==> config.mk <==
export PLATFORM = sky130hd
export DESIGN_NAME = point_window
export DESIGN_NICKNAME = d
export VERILOG_FILES = /design/src/hdl/gcc_point_pkg.sv /design/src/hdl/point_window.sv
export SDC_FILE = /design/constraint.sdc
export NUM_CORES = 1
export LEC_CHECK = 0
export ABC_AREA = 1
export BUFFER_PORTS_ARGS = -buffer_cell sky130_fd_sc_hd__buf_2
export CAP_MARGIN = 25
export CORE_UTILIZATION = 40
export CTS_CLUSTER_DIAMETER = 60
export DETAILED_ROUTE_END_ITERATION = 7
export PLACE_DENSITY = 0.69
export SLEW_MARGIN = 20
export SYNTH_ARGS = -nofsm -noshare
export SYNTH_HDL_FRONTEND = slang
export SYNTH_SLANG_ARGS = --single-unit
==> constraint.sdc <==
create_clock -name CLK -period 4.8 [get_ports CLK]
set_clock_uncertainty 0.05 [all_clocks]
set_input_delay 0.72 -clock CLK [delete_from_list [all_inputs] [get_ports CLK]]
set_output_delay 0.72 -clock CLK [all_outputs]
set_load 0.05 [all_outputs]
==> src/hdl/gcc_point_pkg.sv <==
// Point field types, slot index and fill count types, window size and fill limit
`default_nettype none

package gcc_point_pkg;

    // ------------------------------------------------
    // Point fields
    // ------------------------------------------------
    typedef logic [7:0] coord_t;
    typedef logic [3:0] weight_t;

    // ------------------------------------------------
    // Window bookkeeping
    // ------------------------------------------------
    // Slot number 0 to 5
    typedef logic [2:0] slot_idx_t;
    typedef logic [2:0] fill_cnt_t;

    localparam int WINDOW_SLOTS = 6;

    // First shift loads the empty pending point, six more load real points
    localparam fill_cnt_t FILL_DONE = 3'd7;

endpackage

`default_nettype wire

==> src/hdl/point_window.sv <==
// Pending point register, six window slots, fill counter and next-window select
`default_nettype none

module point_window (
    input  wire                           CLK,
    input  wire                           RESET_,
    input  wire gcc_point_pkg::coord_t    xi,
    input  wire gcc_point_pkg::coord_t    yi,
    input  wire gcc_point_pkg::weight_t   wi,
    input  wire gcc_point_pkg::slot_idx_t victim,
    output gcc_point_pkg::coord_t         pend_x,
    output gcc_point_pkg::coord_t         pend_y,
    output gcc_point_pkg::weight_t        pend_w,
    output gcc_point_pkg::coord_t         slot_x_0, slot_x_1, slot_x_2,
                                          slot_x_3, slot_x_4, slot_x_5,
    output gcc_point_pkg::coord_t         slot_y_0, slot_y_1, slot_y_2,
                                          slot_y_3, slot_y_4, slot_y_5,
    output gcc_point_pkg::weight_t        slot_w_0, slot_w_1, slot_w_2,
                                          slot_w_3, slot_w_4, slot_w_5,
    output gcc_point_pkg::coord_t         next_x_0, next_x_1, next_x_2,
                                          next_x_3, next_x_4, next_x_5,
    output gcc_point_pkg::coord_t         next_y_0, next_y_1, next_y_2,
                                          next_y_3, next_y_4, next_y_5,
    output gcc_point_pkg::weight_t        next_w_0, next_w_1, next_w_2,
                                          next_w_3, next_w_4, next_w_5,
    output gcc_point_pkg::fill_cnt_t      fill_cnt
);

    import gcc_point_pkg::*;

    coord_t  sx [WINDOW_SLOTS];
    coord_t  sy [WINDOW_SLOTS];
    weight_t sw [WINDOW_SLOTS];
    coord_t  nx [WINDOW_SLOTS];
    coord_t  ny [WINDOW_SLOTS];
    weight_t nw [WINDOW_SLOTS];
    logic    replace_mode;

    // ------------------------------------------------
    // Pending point and fill counter
    // ------------------------------------------------
    always_ff @(posedge CLK or negedge RESET_) begin
        if (!RESET_) begin
            pend_x   <= '0;
            pend_y   <= '0;
            pend_w   <= '0;
            fill_cnt <= '0;
        end else begin
            pend_x <= xi;
            pend_y <= yi;
            pend_w <= wi;
            // Saturates once the window is full
            if (fill_cnt != FILL_DONE) begin
                fill_cnt <= fill_cnt + fill_cnt_t'(1);
            end
        end
    end

    assign replace_mode = (fill_cnt == FILL_DONE);

    // ------------------------------------------------
    // Next window
    // ------------------------------------------------
    always_comb begin
        if (!replace_mode) begin
            // Shift in at slot 0, oldest falls out of slot 5
            nx[0] = pend_x;
            ny[0] = pend_y;
            nw[0] = pend_w;
            for (int i = 1; i < WINDOW_SLOTS; i++) begin
                nx[i] = sx[i - 1];
                ny[i] = sy[i - 1];
                nw[i] = sw[i - 1];
            end
        end else begin
            for (int i = 0; i < WINDOW_SLOTS; i++) begin
                if (victim == slot_idx_t'(i)) begin
                    nx[i] = pend_x;
                    ny[i] = pend_y;
                    nw[i] = pend_w;
                end else begin
                    nx[i] = sx[i];
                    ny[i] = sy[i];
                    nw[i] = sw[i];
                end
            end
        end
    end

    always_ff @(posedge CLK or negedge RESET_) begin
        if (!RESET_) begin
            for (int i = 0; i < WINDOW_SLOTS; i++) begin
                sx[i] <= '0;
                sy[i] <= '0;
                sw[i] <= '0;
            end
        end else begin
            sx <= nx;
            sy <= ny;
            sw <= nw;
        end
    end

    // Current window to the victim search
    assign slot_x_0 = sx[0];
    assign slot_x_1 = sx[1];
    assign slot_x_2 = sx[2];
    assign slot_x_3 = sx[3];
    assign slot_x_4 = sx[4];
    assign slot_x_5 = sx[5];
    assign slot_y_0 = sy[0];
    assign slot_y_1 = sy[1];
    assign slot_y_2 = sy[2];
    assign slot_y_3 = sy[3];
    assign slot_y_4 = sy[4];
    assign slot_y_5 = sy[5];
    assign slot_w_0 = sw[0];
    assign slot_w_1 = sw[1];
    assign slot_w_2 = sw[2];
    assign slot_w_3 = sw[3];
    assign slot_w_4 = sw[4];
    assign slot_w_5 = sw[5];

    // Next window to the centre calculation
    assign next_x_0 = nx[0];
    assign next_x_1 = nx[1];
    assign next_x_2 = nx[2];
    assign next_x_3 = nx[3];
    assign next_x_4 = nx[4];
    assign next_x_5 = nx[5];
    assign next_y_0 = ny[0];
    assign next_y_1 = ny[1];
    assign next_y_2 = ny[2];
    assign next_y_3 = ny[3];
    assign next_y_4 = ny[4];
    assign next_y_5 = ny[5];
    assign next_w_0 = nw[0];
    assign next_w_1 = nw[1];
    assign next_w_2 = nw[2];
    assign next_w_3 = nw[3];
    assign next_w_4 = nw[4];
    assign next_w_5 = nw[5];

endmodule

`default_nettype wire

# == Yosys cells after proc, flatten, opt, wreduce, memory -nomap -nowiden ==
# Cells that the tools add are included.
# totals
latch_bits,0
mem_bits_rw,0
inputBits,25
n_memories,0
rom_bits,0
elab_cells,52
out_inout_bits,263
regBits,143
# op_classes
magnitude_cmp,0
eq_ne,7
bitwise,0
n_reduce_logical,1
shift,0
div_mod_pow,0
n_mul,0
n_addsub,1
muxes,21
# op_table
cell,n
$mux W48,2
$mux W8,12
$mux W24,1
$mux W4,6
$eq A3 B3 Y1 const B,3
$eq A3 B2 Y1 const B,2
$add A3 B1 Y3 const B,1
$eq A3 B1 Y1 const B,1
$logic_not A3 Y1,1
$ne A3 B3 Y1 const B,1

# == Longest topological paths before layout ==
# depth
ltp_word,3
ltp_mapped,8
mapped_depth_nobuf,5

# == Least setup slack after synthesis ==
# No wires, ideal clock.
# synth_timing
kind,register to output
startpoint,reg fill_cnt[0]
endpoint,out next_x_1[6]
slack_ns,2.030
arrival_time_ns,2.000
required_ns,4.030
n_path_buf,3
stages_incl_launch_ff,9
path_cell_list,dfrtp_1 ha_1 ha_1 buf_2 inv_1 buf_2 buf_2 nand2_1 nand2_1
# synth_via
elab_chain_len,2
# synth_lines
item,line_no,source
start: declaration,point_window.sv:26,output gcc_point_pkg::fill_cnt_t fill_cnt
start signal: assignment,point_window.sv:54,fill_cnt <= fill_cnt + fill_cnt_t'(1);
$eq A3 B3 Y1,point_window.sv:59,assign replace_mode = (fill_cnt == FILL_DONE);
$mux W48,point_window.sv:65,if (!replace_mode) begin
end: declaration,point_window.sv:20,"output gcc_point_pkg::coord_t next_x_0, next_x_1, next_x_2,"
# No other way between the ends.

==> impl_results.md <==
- Run status: finished clean
- Most common cell after layout, fill and taps aside: nand2_1
- Yosys top cell area share: approximately 53%
- Clk root buf: clkbuf_16
- Die H: roughly 130 µm
- Top cells by area, synth: dfrtp_1 53%, nand2_1 20%, nand3_1 15%
- Die Area: 17500 µm²
- Die width: 132 µm
- Fin Setup TNS: 0 ps
- Cell area after placement: 8320 µm²
- CTS resizes: 0
- Max_cap viols: 0
- Comb pwr share: 41.3%
- Seq/Total Area, Yosys: 52.7%
- Routability Congestion: 0.834
- Crit Path Class: register to output pin
- Share of layout cells above drive strength 1: 28.2%
- Switching Share: a little under half
- Cell Area, Synth: roughly 6800 µm²
- Overflow after GRT: 0
- Initial core utilization: between 40% and 50%
- Tmin final: 3730 ps
- Final Util: between 50% and 60%
- Slew margin rel.: 32.5%
- Detailed Place HPWL: 15.8 mm
- DR vias/cell: approximately 5
- CTS H-tree depth: 4
- Post-synthesis cell count: 906
- Internal: 2.58 mW
- Largest net degree at the start of global routing: just over 100
- Final setup fails: 0
- Routed via count: 6804
- IR drop worst, VDD: 261 µV
- CTS Buf Count: 17
- Clk sinks: 143
- Worst-Margin Slew: approximately 1000 ps
- Commonest cells after routing, fill and taps aside: 370 x nand2_1, 286 x buf_2, 204 x nand3_1
- Syn-to-layout area delta: 32.0%
- Area leader, netlist: dfrtp_1
- Max Freq: 268 MHz
- Core Area: about 17000 µm²
- CP endpoint kind: output pin
- GRT Util Overall: 25.4%
- Vias in the first global route: between 6000 and 7000
- ANT cells: 0
- Overall routed net length: around 23 mm
- Input/output buffers: 287
- Clock transition at path regs: around 60 ps
- Clock power share: 27.8%
- RSZ-0062 raised after global routing: no
- Post-route antenna net violation count: 0
- Wirelength per Cell: 16.1 µm
- Mean Syn Cell Area: roughly 7.5 µm²
- P_leak: 5.14 nW
- Synth Register Bits: 143
- Critical path launch point type: register
- Synthesis Warnings: 0
- Final hold vios: 0
- CP Data Arrival Time: 2960 ps
- Final Max Slew Viols: 0
- Row Count: 47
- Hold_buf cts: 0
- First-pass GRT wire length: 34.4 mm
- DRC Markers: 0
- Worst skew pair latency: 420 ps
- CP Max Fanout: 73
- Max stage delay on crit path: ~730 ps
- Slowest stage cell, crit path: buf_4
- # IOs: between 200 and 300
- Placed cells: 1366
- Drt pass-1 iters: 5
- Part of the power in registers: 31.0%
- Final #Nets: 1193
- Finished Layout Cells: 1399
- Setup Fix Bufs, Post-CTS: 0
- CP cell instances: ha_1 -> ha_4 -> buf_4 -> nand3_1 -> nand2_1 -> buf_2
- Final Cycle Share: 77.7%
- Clock Path Buffers: 2
- Hold_ws: 199 ps
- Mapped Nets: 933
- Unique masters post-synth: 13
- Initial antenna violation count: 1
- PD cells: 548 nW/µm²
- Fin area: about 9000 µm²
- CTS tree: yes
- Initial drt markers: between 400 and 500
- Hold Path Class: primary input to async pin
- Sw Pwr: 2.33 mW
- Required @ worst endpoint: just over 4000 ps
## power by group through the flow
stage | combinational, mW | clock [mW] | sequential (mW)
detailed placement | 2.02 | 0 | 1.54
floorplan | 0.927 | 0 | 2.13
global route | 2.11 | 1.45 | 1.54
global placement | 2.02 | 0 | 1.54
finish | 2.02 | 1.36 | 1.52
CTS | 2.03 | 1.38 | 1.52
## critical path: cells and delay by family, from the launching register on
kind,cells,cell delay (ps)
simple gates,2,300
flops,1,400
fa+ha+maj,2,770
buf+inv,2,990
## worst paths after layout
check / from / cells past startpoint / slack [ps] / end
min in group CLK: yi[1] / 1 / 350 / pend_y[1]
min: RESET_ / 1 / 200 / slot_x_5[5]
min reg2reg: fill_cnt[0] / 1 / 460 / fill_cnt[0]
max in group asynchronous: RESET_ / 2 / 3470 / pend_x[0]
max reg2reg: fill_cnt[0] / 5 / 2410 / slot_y_4[4]
max: fill_cnt[0] / 6 / 1070 / next_y_4[4]
## cells by family after synthesis
family / count (synthesis) / share of synthesized area, %
adder cells (fa/ha/maj): 2 / 0.369
AND/OR/NAND/NOR: 578 / 35.8
flip-flops: 143 / 52.7
XOR/XNOR: 1 / 0.129
buffers and inverters: 182 / 11.0
## layer usage
layer  up-vias  global-route usage, %  wire (µm)  share of wire (%)
li1       3325                      -          -                  -
met1      3145                   35.4      10200                 45
met2       280                   38.5      10300                 46
met3        52                   4.50       1290                5.7
met4         2                   11.7        692                3.1
met5         -                      0         13              0.058
## through the flow
stage          setup WS (ps)  total power, mW
2_1_floorplan           2030             3.06
6_report                1070             4.91
5_1_grt                  914             5.10
4_1_cts                  913             4.93
3_3_place_gp            1350             3.55
3_5_place_dp            1270             3.56
## cell usage after synthesis
| master | count |
|---|---|
| nand2_1 | 370 |
| nand3_1 | 204 |
| dfrtp_1 | 143 |
| inv_1 | 123 |
| buf_2 | 39 |
| clkbuf_1 | 10 |
| buf_1 | 5 |
| buf_4 | 4 |
| nor2_1 | 3 |
| ha_1 | 2 |
| inv_2 | 1 |
| nor2_2 | 1 |
| xnor2_1 | 1 |
## final cells by class
cell class | count | area (µm²)
well taps | 220 | 275
multi-input cells | 581 | 2480
inverters | 124 | 467
fillers | 1669 | 7620
repair buffers | 299 | 1550
clock inverters | 12 | 161
flip-flops and latches | 143 | 3580
clock buffers | 20 | 447
No activity file was read; power rests on OpenSTA's default activity.
