==> config.mk <==
export PLATFORM = sky130hd
export DESIGN_NAME = farthest_point_select
export DESIGN_NICKNAME = d
export VERILOG_FILES = /design/src/hdl/gcc_point_pkg.sv /design/src/hdl/gcc_arith_pkg.sv /design/src/hdl/farthest_point_select.sv
export SDC_FILE = /design/constraint.sdc
export NUM_CORES = 2
export LEC_CHECK = 0
export BUFFER_PORTS_ARGS = -buffer_cell sky130_fd_sc_hd__buf_2
export CAP_MARGIN = 20
export CORE_MARGIN = 10
export CORE_UTILIZATION = 63
export DETAILED_ROUTE_END_ITERATION = 7
export PLACE_DENSITY_LB_ADDON = 0.1
export SKIP_LAST_GASP = 1
export SYNTH_ARGS = -nofsm -noshare
export SYNTH_HDL_FRONTEND = slang
export SYNTH_SLANG_ARGS = --single-unit
==> constraint.sdc <==
create_clock -name vclk -period 21.4
set_input_delay 1.07 -clock vclk [all_inputs]
set_output_delay 1.07 -clock vclk [all_outputs]
set_load 0.05 [all_outputs]
==> src/hdl/gcc_point_pkg.sv <==
// Point field types, slot index and fill count types, window size and fill limit
`default_nettype none

package gcc_point_pkg;

    // ------------------------------------------------
    // Point fields
    // ------------------------------------------------
    typedef logic [7:0] coord_t;
    typedef logic [3:0] weight_t;

    // ------------------------------------------------
    // Window bookkeeping
    // ------------------------------------------------
    // Slot number 0 to 5
    typedef logic [2:0] slot_idx_t;
    typedef logic [2:0] fill_cnt_t;

    localparam int WINDOW_SLOTS = 6;

    // First shift loads the empty pending point, six more load real points
    localparam fill_cnt_t FILL_DONE = 3'd7;

endpackage

`default_nettype wire

==> src/hdl/gcc_arith_pkg.sv <==
// Widths of weight sums, weighted coordinate sums, rounding dividends and distances
`default_nettype none

package gcc_arith_pkg;

    // ------------------------------------------------
    // Centre datapath
    // ------------------------------------------------
    // Six weights of at most 15
    typedef logic [6:0]  wsum_t;

    // Six products of at most 255 * 15
    typedef logic [14:0] csum_t;

    // Weighted sum plus half the weight sum
    typedef logic [15:0] dividend_t;

    // ------------------------------------------------
    // Victim search
    // ------------------------------------------------
    // Two squared axis offsets, each at most 255 * 255
    typedef logic [16:0] dist_t;

endpackage

`default_nettype wire

==> src/hdl/farthest_point_select.sv <==
// Squared distances of the six slots to the centre and tournament for the slot to replace
`default_nettype none

module farthest_point_select (
    input  wire gcc_point_pkg::coord_t    slot_x_0, slot_x_1, slot_x_2,
                                          slot_x_3, slot_x_4, slot_x_5,
    input  wire gcc_point_pkg::coord_t    slot_y_0, slot_y_1, slot_y_2,
                                          slot_y_3, slot_y_4, slot_y_5,
    input  wire gcc_point_pkg::weight_t   slot_w_0, slot_w_1, slot_w_2,
                                          slot_w_3, slot_w_4, slot_w_5,
    input  wire gcc_point_pkg::coord_t    cen_x,
    input  wire gcc_point_pkg::coord_t    cen_y,
    output gcc_point_pkg::slot_idx_t      victim
);

    import gcc_point_pkg::*;
    import gcc_arith_pkg::*;

    coord_t    sx [WINDOW_SLOTS];
    coord_t    sy [WINDOW_SLOTS];
    weight_t   sw [WINDOW_SLOTS];
    dist_t     d2 [WINDOW_SLOTS];
    slot_idx_t win_a;
    slot_idx_t win_b;
    slot_idx_t win_c;
    slot_idx_t win_ab;

    // Square of one axis offset
    function automatic dist_t axis_sq(input coord_t p, input coord_t c);
        coord_t d;
        d = (p >= c) ? p - c : c - p;
        return dist_t'(d) * dist_t'(d);
    endfunction

    // First operand wins on larger distance, then smaller X, Y, weight
    function automatic logic first_wins(
        input dist_t   da,
        input coord_t  xa,
        input coord_t  ya,
        input weight_t wa,
        input dist_t   db,
        input coord_t  xb,
        input coord_t  yb,
        input weight_t wb
    );
        if (da != db) begin
            return da > db;
        end
        if (xa != xb) begin
            return xa < xb;
        end
        if (ya != yb) begin
            return ya < yb;
        end
        return wa <= wb;
    endfunction

    assign sx = '{slot_x_0, slot_x_1, slot_x_2, slot_x_3, slot_x_4, slot_x_5};
    assign sy = '{slot_y_0, slot_y_1, slot_y_2, slot_y_3, slot_y_4, slot_y_5};
    assign sw = '{slot_w_0, slot_w_1, slot_w_2, slot_w_3, slot_w_4, slot_w_5};

    always_comb begin
        for (int i = 0; i < WINDOW_SLOTS; i++) begin
            d2[i] = axis_sq(sx[i], cen_x) + axis_sq(sy[i], cen_y);
        end
    end

    // ------------------------------------------------
    // Tournament
    // ------------------------------------------------
    always_comb begin
        // First round, slot 5 meets slot 0
        win_a = first_wins(d2[5], sx[5], sy[5], sw[5],
                           d2[0], sx[0], sy[0], sw[0]) ? slot_idx_t'(5) : slot_idx_t'(0);
        win_b = first_wins(d2[1], sx[1], sy[1], sw[1],
                           d2[2], sx[2], sy[2], sw[2]) ? slot_idx_t'(1) : slot_idx_t'(2);
        win_c = first_wins(d2[3], sx[3], sy[3], sw[3],
                           d2[4], sx[4], sy[4], sw[4]) ? slot_idx_t'(3) : slot_idx_t'(4);

        win_ab = first_wins(d2[win_a], sx[win_a], sy[win_a], sw[win_a],
                            d2[win_b], sx[win_b], sy[win_b], sw[win_b]) ? win_a : win_b;

        // Final against the third pair
        victim = first_wins(d2[win_ab], sx[win_ab], sy[win_ab], sw[win_ab],
                            d2[win_c], sx[win_c], sy[win_c], sw[win_c]) ? win_ab : win_c;
    end

endmodule

`default_nettype wire

## Word level (Yosys, flattened, before mapping)

Index checks and enable logic that the tools add are counted.
W data, S select, Z words.

| storage, ports and cells | value |
|---|---|
| register bits | 0 |
| ROM bits | 0 |
| memories kept | 0 |
| memory bits (writable) | 0 |
| bits in latches | 0 |
| output and inout bits | 3 |

| cells by class | value |
|---|---|
| reduce and logical (&&, ||, !) cells | 0 |
| add/subtract/negate cells | 30 |
| magnitude comparators | 36 |
| multiplexer cells | 125 |
| shifts and indexed selects | 0 |
| $mul | 12 |
| equality and inequality tests | 15 |
| bitwise operators | 4 |
| div/mod/pow operators | 0 |

Operators by type and width:

| operator | number |
|---|---|
| $mux W8 | 28 |
| $bmux W17 S3 | 4 |
| $bmux W8 S3 | 8 |
| $mul A8 B8 Y16 | 12 |
| $sub A8 B8 Y8 | 24 |
| $mux W17 | 8 |
| $add A16 B16 Y17 | 6 |
| $ge A8 B8 Y1 | 12 |
| $gt A17 B17 Y1 | 5 |
| $ne A17 B17 Y1 | 5 |
| $lt A8 B8 Y1 | 10 |
| $ne A8 B8 Y1 | 10 |
| $mux W1 | 60 |
| $bmux W4 S3 | 4 |
| $mux W4 | 8 |
| $le A4 B4 Y1 | 5 |
| $ge A4 B4 Y1 const B | 4 |
| $mux W3 | 4 |
| $not A3 Y4 | 3 |
| $not A2 Y4 | 1 |
| $mux W2 | 1 |

## Depth between registers and ports, before layout

| depth | value |
|---|---|
| word-level depth | 39 |
| gate-level depth with buffers | 72 |

## Least setup slack after synthesis

No wires, ideal clock.

| timing | value |
|---|---|
| kind | input to output |
| start | input cen_x[1] |
| end | output victim[2] |
| cell stages on the path | 65 |
| data arrival time | 15.576 ns |
| buffers on the path | 3 |
| slack | 4.754 ns |
| data required time | 20.330 ns |
| cell sequence | inv_1 -> fa_1 -> a21oi_1 -> o2111a_1 -> o21ai_1 -> a21oi_2 -> mux2_2 -> nor3b_1 -> a21o_1 -> o21ba_2 -> xor2_1 -> nor2b_1 -> fa_1 -> inv_1 -> fa_1 -> inv_1 -> fa_1 -> fa_1 -> (+29 left out) -> nor4b_1 -> a31oi_1 -> o21ai_1 -> clkbuf_1 -> nand2_1 -> o2111ai_1 -> o221a_1 -> ha_1 -> nor2b_1 -> o21a_1 -> o21a_1 -> o21a_1 -> o21a_1 -> o21ai_0 -> a21oi_1 -> a21o_1 -> a21oi_1 -> mux2i_1 |

| on the way | value |
|---|---|
| longest elaborated chain between the ends | 36 |
| elaborated cells on any way between the ends | 158 |
| classes of those cells | 18 x add/sub; 6 x mul; 17 x order compare; 9 x eq/ne; 104 x mux; 4 x bitwise |

RTL lines:

| what | line | text |
|---|---|---|
| start: declaration | farthest_point_select.sv:11 | `input wire gcc_point_pkg::coord_t cen_x,` |
| $sub A8 B8 Y8 / $ge A8 B8 Y1 (equally long branches) | farthest_point_select.sv:31 | `d = (p >= c) ? p - c : c - p;` |
| $mux W8 | farthest_point_select.sv:31 |  |
| $mul A8 B8 Y16 | farthest_point_select.sv:32 | `return dist_t'(d) * dist_t'(d);` |
| $add A16 B16 Y17 | farthest_point_select.sv:64 | `d2[i] = axis_sq(sx[i], cen_x) + axis_sq(sy[i], cen_y);` |
| $gt A17 B17 Y1 | farthest_point_select.sv:47 | `return da > db;` |
| $mux W1 | farthest_point_select.sv:46 | `if (da != db) begin` |
| $mux W1 | farthest_point_select.sv:49 | `if (xa != xb) begin` |
| $mux W1 | farthest_point_select.sv:52 | `if (ya != yb) begin` |
| (+20 left out) | n/a |  |
| $gt A17 B17 Y1 / $ne A8 B8 Y1 (equally long branches) | farthest_point_select.sv:47, farthest_point_select.sv:52 |  |
| $mux W1, on equally long branches | farthest_point_select.sv:46, farthest_point_select.sv:52 |  |
| $mux W1, on equally long branches | farthest_point_select.sv:49, farthest_point_select.sv:52 |  |
| $mux W1, on equally long branches | farthest_point_select.sv:52, farthest_point_select.sv:49 |  |
| $mux W1 | farthest_point_select.sv:55 | `return wa <= wb;` |
| $mux W1 | farthest_point_select.sv:52 |  |
| $mux W1 | farthest_point_select.sv:49 |  |
| $mux W3 (*) | farthest_point_select.sv:85 | `d2[win_c], sx[win_c], sy[win_c], sw[win_c]) ? win_ab : win_c;` |
| end: declaration | farthest_point_select.sv:13 | `output gcc_point_pkg::slot_idx_t victim` |

Mark *: on every way between the ends. The rest lies on a longest branch, timed or not. The select of a mux whose other input is x is not followed.

## Worst setup path after layout

| timing | value |
|---|---|
| start | input cen_x[1] |
| end | output victim[0] |

Same word-level chain as after synthesis.

==> results.rst <==
.. list-table::
   :header-rows: 1

   * - Metric
     - Value
   * - Status
     - finished, final reports clean
   * - CP endpoint kind
     - primary output
   * - Count of hold-fix buffers inserted at cts
     - 0
   * - Kind of launch point of the worst setup path
     - input pin
   * - Synth area leaders
     - sky130_fd_sc_hd__fa_1, sky130_fd_sc_hd__ha_1, sky130_fd_sc_hd__inv_1
   * - Die Ht
     - 252 µm
   * - Storage cell area
     - 0 µm²
   * - Overall die width
     - 252 µm
   * - Largest area contributor in the synthesized netlist
     - sky130_fd_sc_hd__fa_1
   * - IO Port Bufs
     - roughly 140
   * - Count of unique library cells instantiated by Yosys
     - 83
   * - Count of TritonRoute iterations in the first routing pass
     - 6
   * - Count of unresolved DRC violations after routing
     - 0
   * - Synthesized area
     - 33,900 µm²
   * - Commonest cells in the synthesized netlist
     - sky130_fd_sc_hd__inv_1, sky130_fd_sc_hd__ha_1, sky130_fd_sc_hd__fa_1
   * - DRT Wirelength
     - between 90 and 100 mm
   * - Detail-routed via count per cell
     - 5.76
   * - Detail-routed net length per standard cell
     - 20.0 µm
   * - DR vias
     - 28.0k
   * - Global-route wire length before repair
     - 153 mm
   * - CP max FO
     - 34
   * - Post-CTS Setup Inserts
     - 0
   * - Slew Viols, Final
     - 0
   * - Measured slew at the worst slew-check pin
     - 1.12 ns
   * - Metal1 wirelength
     - 42.0 mm
   * - Layout cell share with drive strength beyond 1
     - slightly below 7%
   * - Class of the most critical setup path
     - input pin to primary output
   * - Gate count after technology mapping
     - a little over 4k
   * - Number of design-rule violations left by the first detailed-router iteration
     - 2,008
   * - Class of the most critical hold timing path
     - input pin to primary output
   * - Slowest Stage Delay on Critical Path
     - 0.80 ns
   * - Via count of the first global-routing pass
     - between 20k and 30k
   * - Final number of setup-violating endpoints
     - 0
   * - Overflow after GRT
     - 0
   * - Layout net count
     - between 5k and 6k
   * - Rows
     - 84
   * - Highest Clock Rate
     - 50.7 MHz
   * - Post-route fraction of the period consumed by the critical path
     - 92.3%
   * - Residual antenna-violating net count after detailed routing
     - 0
   * - CP required
     - a little over 20 ns
   * - Uppermost layer routed
     - met5
   * - Post-route setup TNS
     - 0 ns
   * - Worst path slowest cell
     - sky130_fd_sc_hd__xnor2_1
   * - Placeable Area
     - 53,000 µm²
   * - Setup repair after global routing missed its margin
     - no
   * - Layout Area Growth over Synthesis
     - 5.00%
   * - Sequential-to-total area share from yosys stat
     - 0%
   * - DP HPWL
     - 85.5 mm
   * - Area share of the largest cell type after synthesis
     - 28.3%
   * - Slew headroom
     - 24.6%
   * - Count of cells resized by post-cts repair
     - 0
   * - Number of flip-flops and latches
     - 0
   * - Combined global-route utilization of all metal layers
     - 30.7%
   * - Hold Crit Depth
     - 9
   * - Warnings, synthesis
     - 0
   * - Final GP Congestion
     - 1.03
   * - Detailed route wirelength on metal2
     - 41.4 mm
   * - Number of hold violations in the final report
     - 0
   * - Max-capacitance violation count
     - 0
   * - Data arrival time of the critical path
     - between 15 and 20 ns
   * - Largest net degree at the start of global routing
     - 47
   * - Cell with the most instances after synthesis
     - sky130_fd_sc_hd__inv_1
   * - Full die area
     - 63,500 µm²
   * - Net count after synthesis
     - 5,338
   * - Crit path time final
     - 19.74 ns
   * - Detailed route wirelength on metal3
     - 10.0 mm
   * - Syn_area_per_cell
     - 8.40 µm²
   * - Number of clock-tree buffers in the layout
     - 0
   * - Number of antenna violations at the first check in global routing
     - 5
   * - Number of ports placed on the die boundary
     - 139
   * - Initial core utilization
     - 64.0%
==> worst max-delay path: cells and delay by family <==
kind,cells,cell delay [ns]
fa+ha+maj,11,4.84
simple gates,8,1.52
compound gates,30,6.09
xor+xnor,2,1.37
buf+inv,11,2.69
mux,3,1.03
==> final timing paths <==
| path | startpoint | endpoint | slack, ns |
|---|---|---|---|
| worst min-delay path | slot_y_4[7] | victim[2] | 3.64 |
| worst max-delay path | cen_x[1] | victim[0] | 1.66 |
==> cells by family (layout without fill, tap and decap cells) <==
family | count (synthesis) | after routing | synth area share [%]
AOI/OAI and AO/OA | 655 | 655 | 13.0
muxes | 188 | 188 | 5.67
other | 0 | 4 | 0
buffers and inverters | 999 | 1123 | 11.2
xor gates and xnor gates | 182 | 182 | 4.70
adders and majority gates | 1168 | 1168 | 53.7
and+or+nand+nor | 843 | 843 | 11.7
==> routing by layer <==
metal / global-route usage (%) / vias up
met4: 9.26 / 2
li1: - / 13387
met3: 7.70 / 159
met1: 41.9 / 13345
met2: 47.3 / 1059
met5: 0 / -
==> through the flow <==
| step | hold WS (ns) | setup WS, ns | util, % | instances | instance area [µm²] |
|---|---|---|---|---|---|
| finish | 3.64 | 1.66 | 67.2 | 4851 | 35600 |
| global placement | 3.53 | 2.40 | 67.2 | 4844 | 35600 |
| detailed placement | 3.60 | 2.11 | 67.2 | 4844 | 35600 |
| floorplan | 3.12 | 4.75 | - | 4035 | 33900 |
| CTS | 3.60 | 2.03 | 67.2 | 4844 | 35600 |
| global route | 3.70 | 0.438 | 67.2 | 4849 | 35600 |
==> layout by cell type (no fill, tap or decap), types with 20 or more instances in the layout <==
cell	n
sky130_fd_sc_hd__inv_1	934
sky130_fd_sc_hd__o21bai_1	26
sky130_fd_sc_hd__a21oi_1	179
sky130_fd_sc_hd__nor2b_1	42
sky130_fd_sc_hd__o21a_1	40
sky130_fd_sc_hd__xnor2_1	109
sky130_fd_sc_hd__nand2_1	207
sky130_fd_sc_hd__ha_1	687
sky130_fd_sc_hd__nor2_1	314
sky130_fd_sc_hd__o2111ai_1	20
sky130_fd_sc_hd__buf_2	139
sky130_fd_sc_hd__nor3_1	33
sky130_fd_sc_hd__or2_2	34
sky130_fd_sc_hd__and3_1	28
sky130_fd_sc_hd__a21o_1	94
sky130_fd_sc_hd__nand2b_1	33
sky130_fd_sc_hd__mux2_2	30
sky130_fd_sc_hd__nand3_1	28
sky130_fd_sc_hd__mux2i_1	155
sky130_fd_sc_hd__buf_4	50
sky130_fd_sc_hd__and2_1	42
sky130_fd_sc_hd__xor2_1	73
sky130_fd_sc_hd__a211oi_1	25
sky130_fd_sc_hd__nand4_1	42
sky130_fd_sc_hd__fa_1	480
sky130_fd_sc_hd__o21ai_0	104
==> cell type report <==
cell class	instances	area (µm²)
Timing Repair Buffer	189	1070
Fill cell	4587	17400
Multi-Input combinational cell	3036	30200
Tap cell	688	861
Inverter	934	3510
Antenna cell	4	10.0
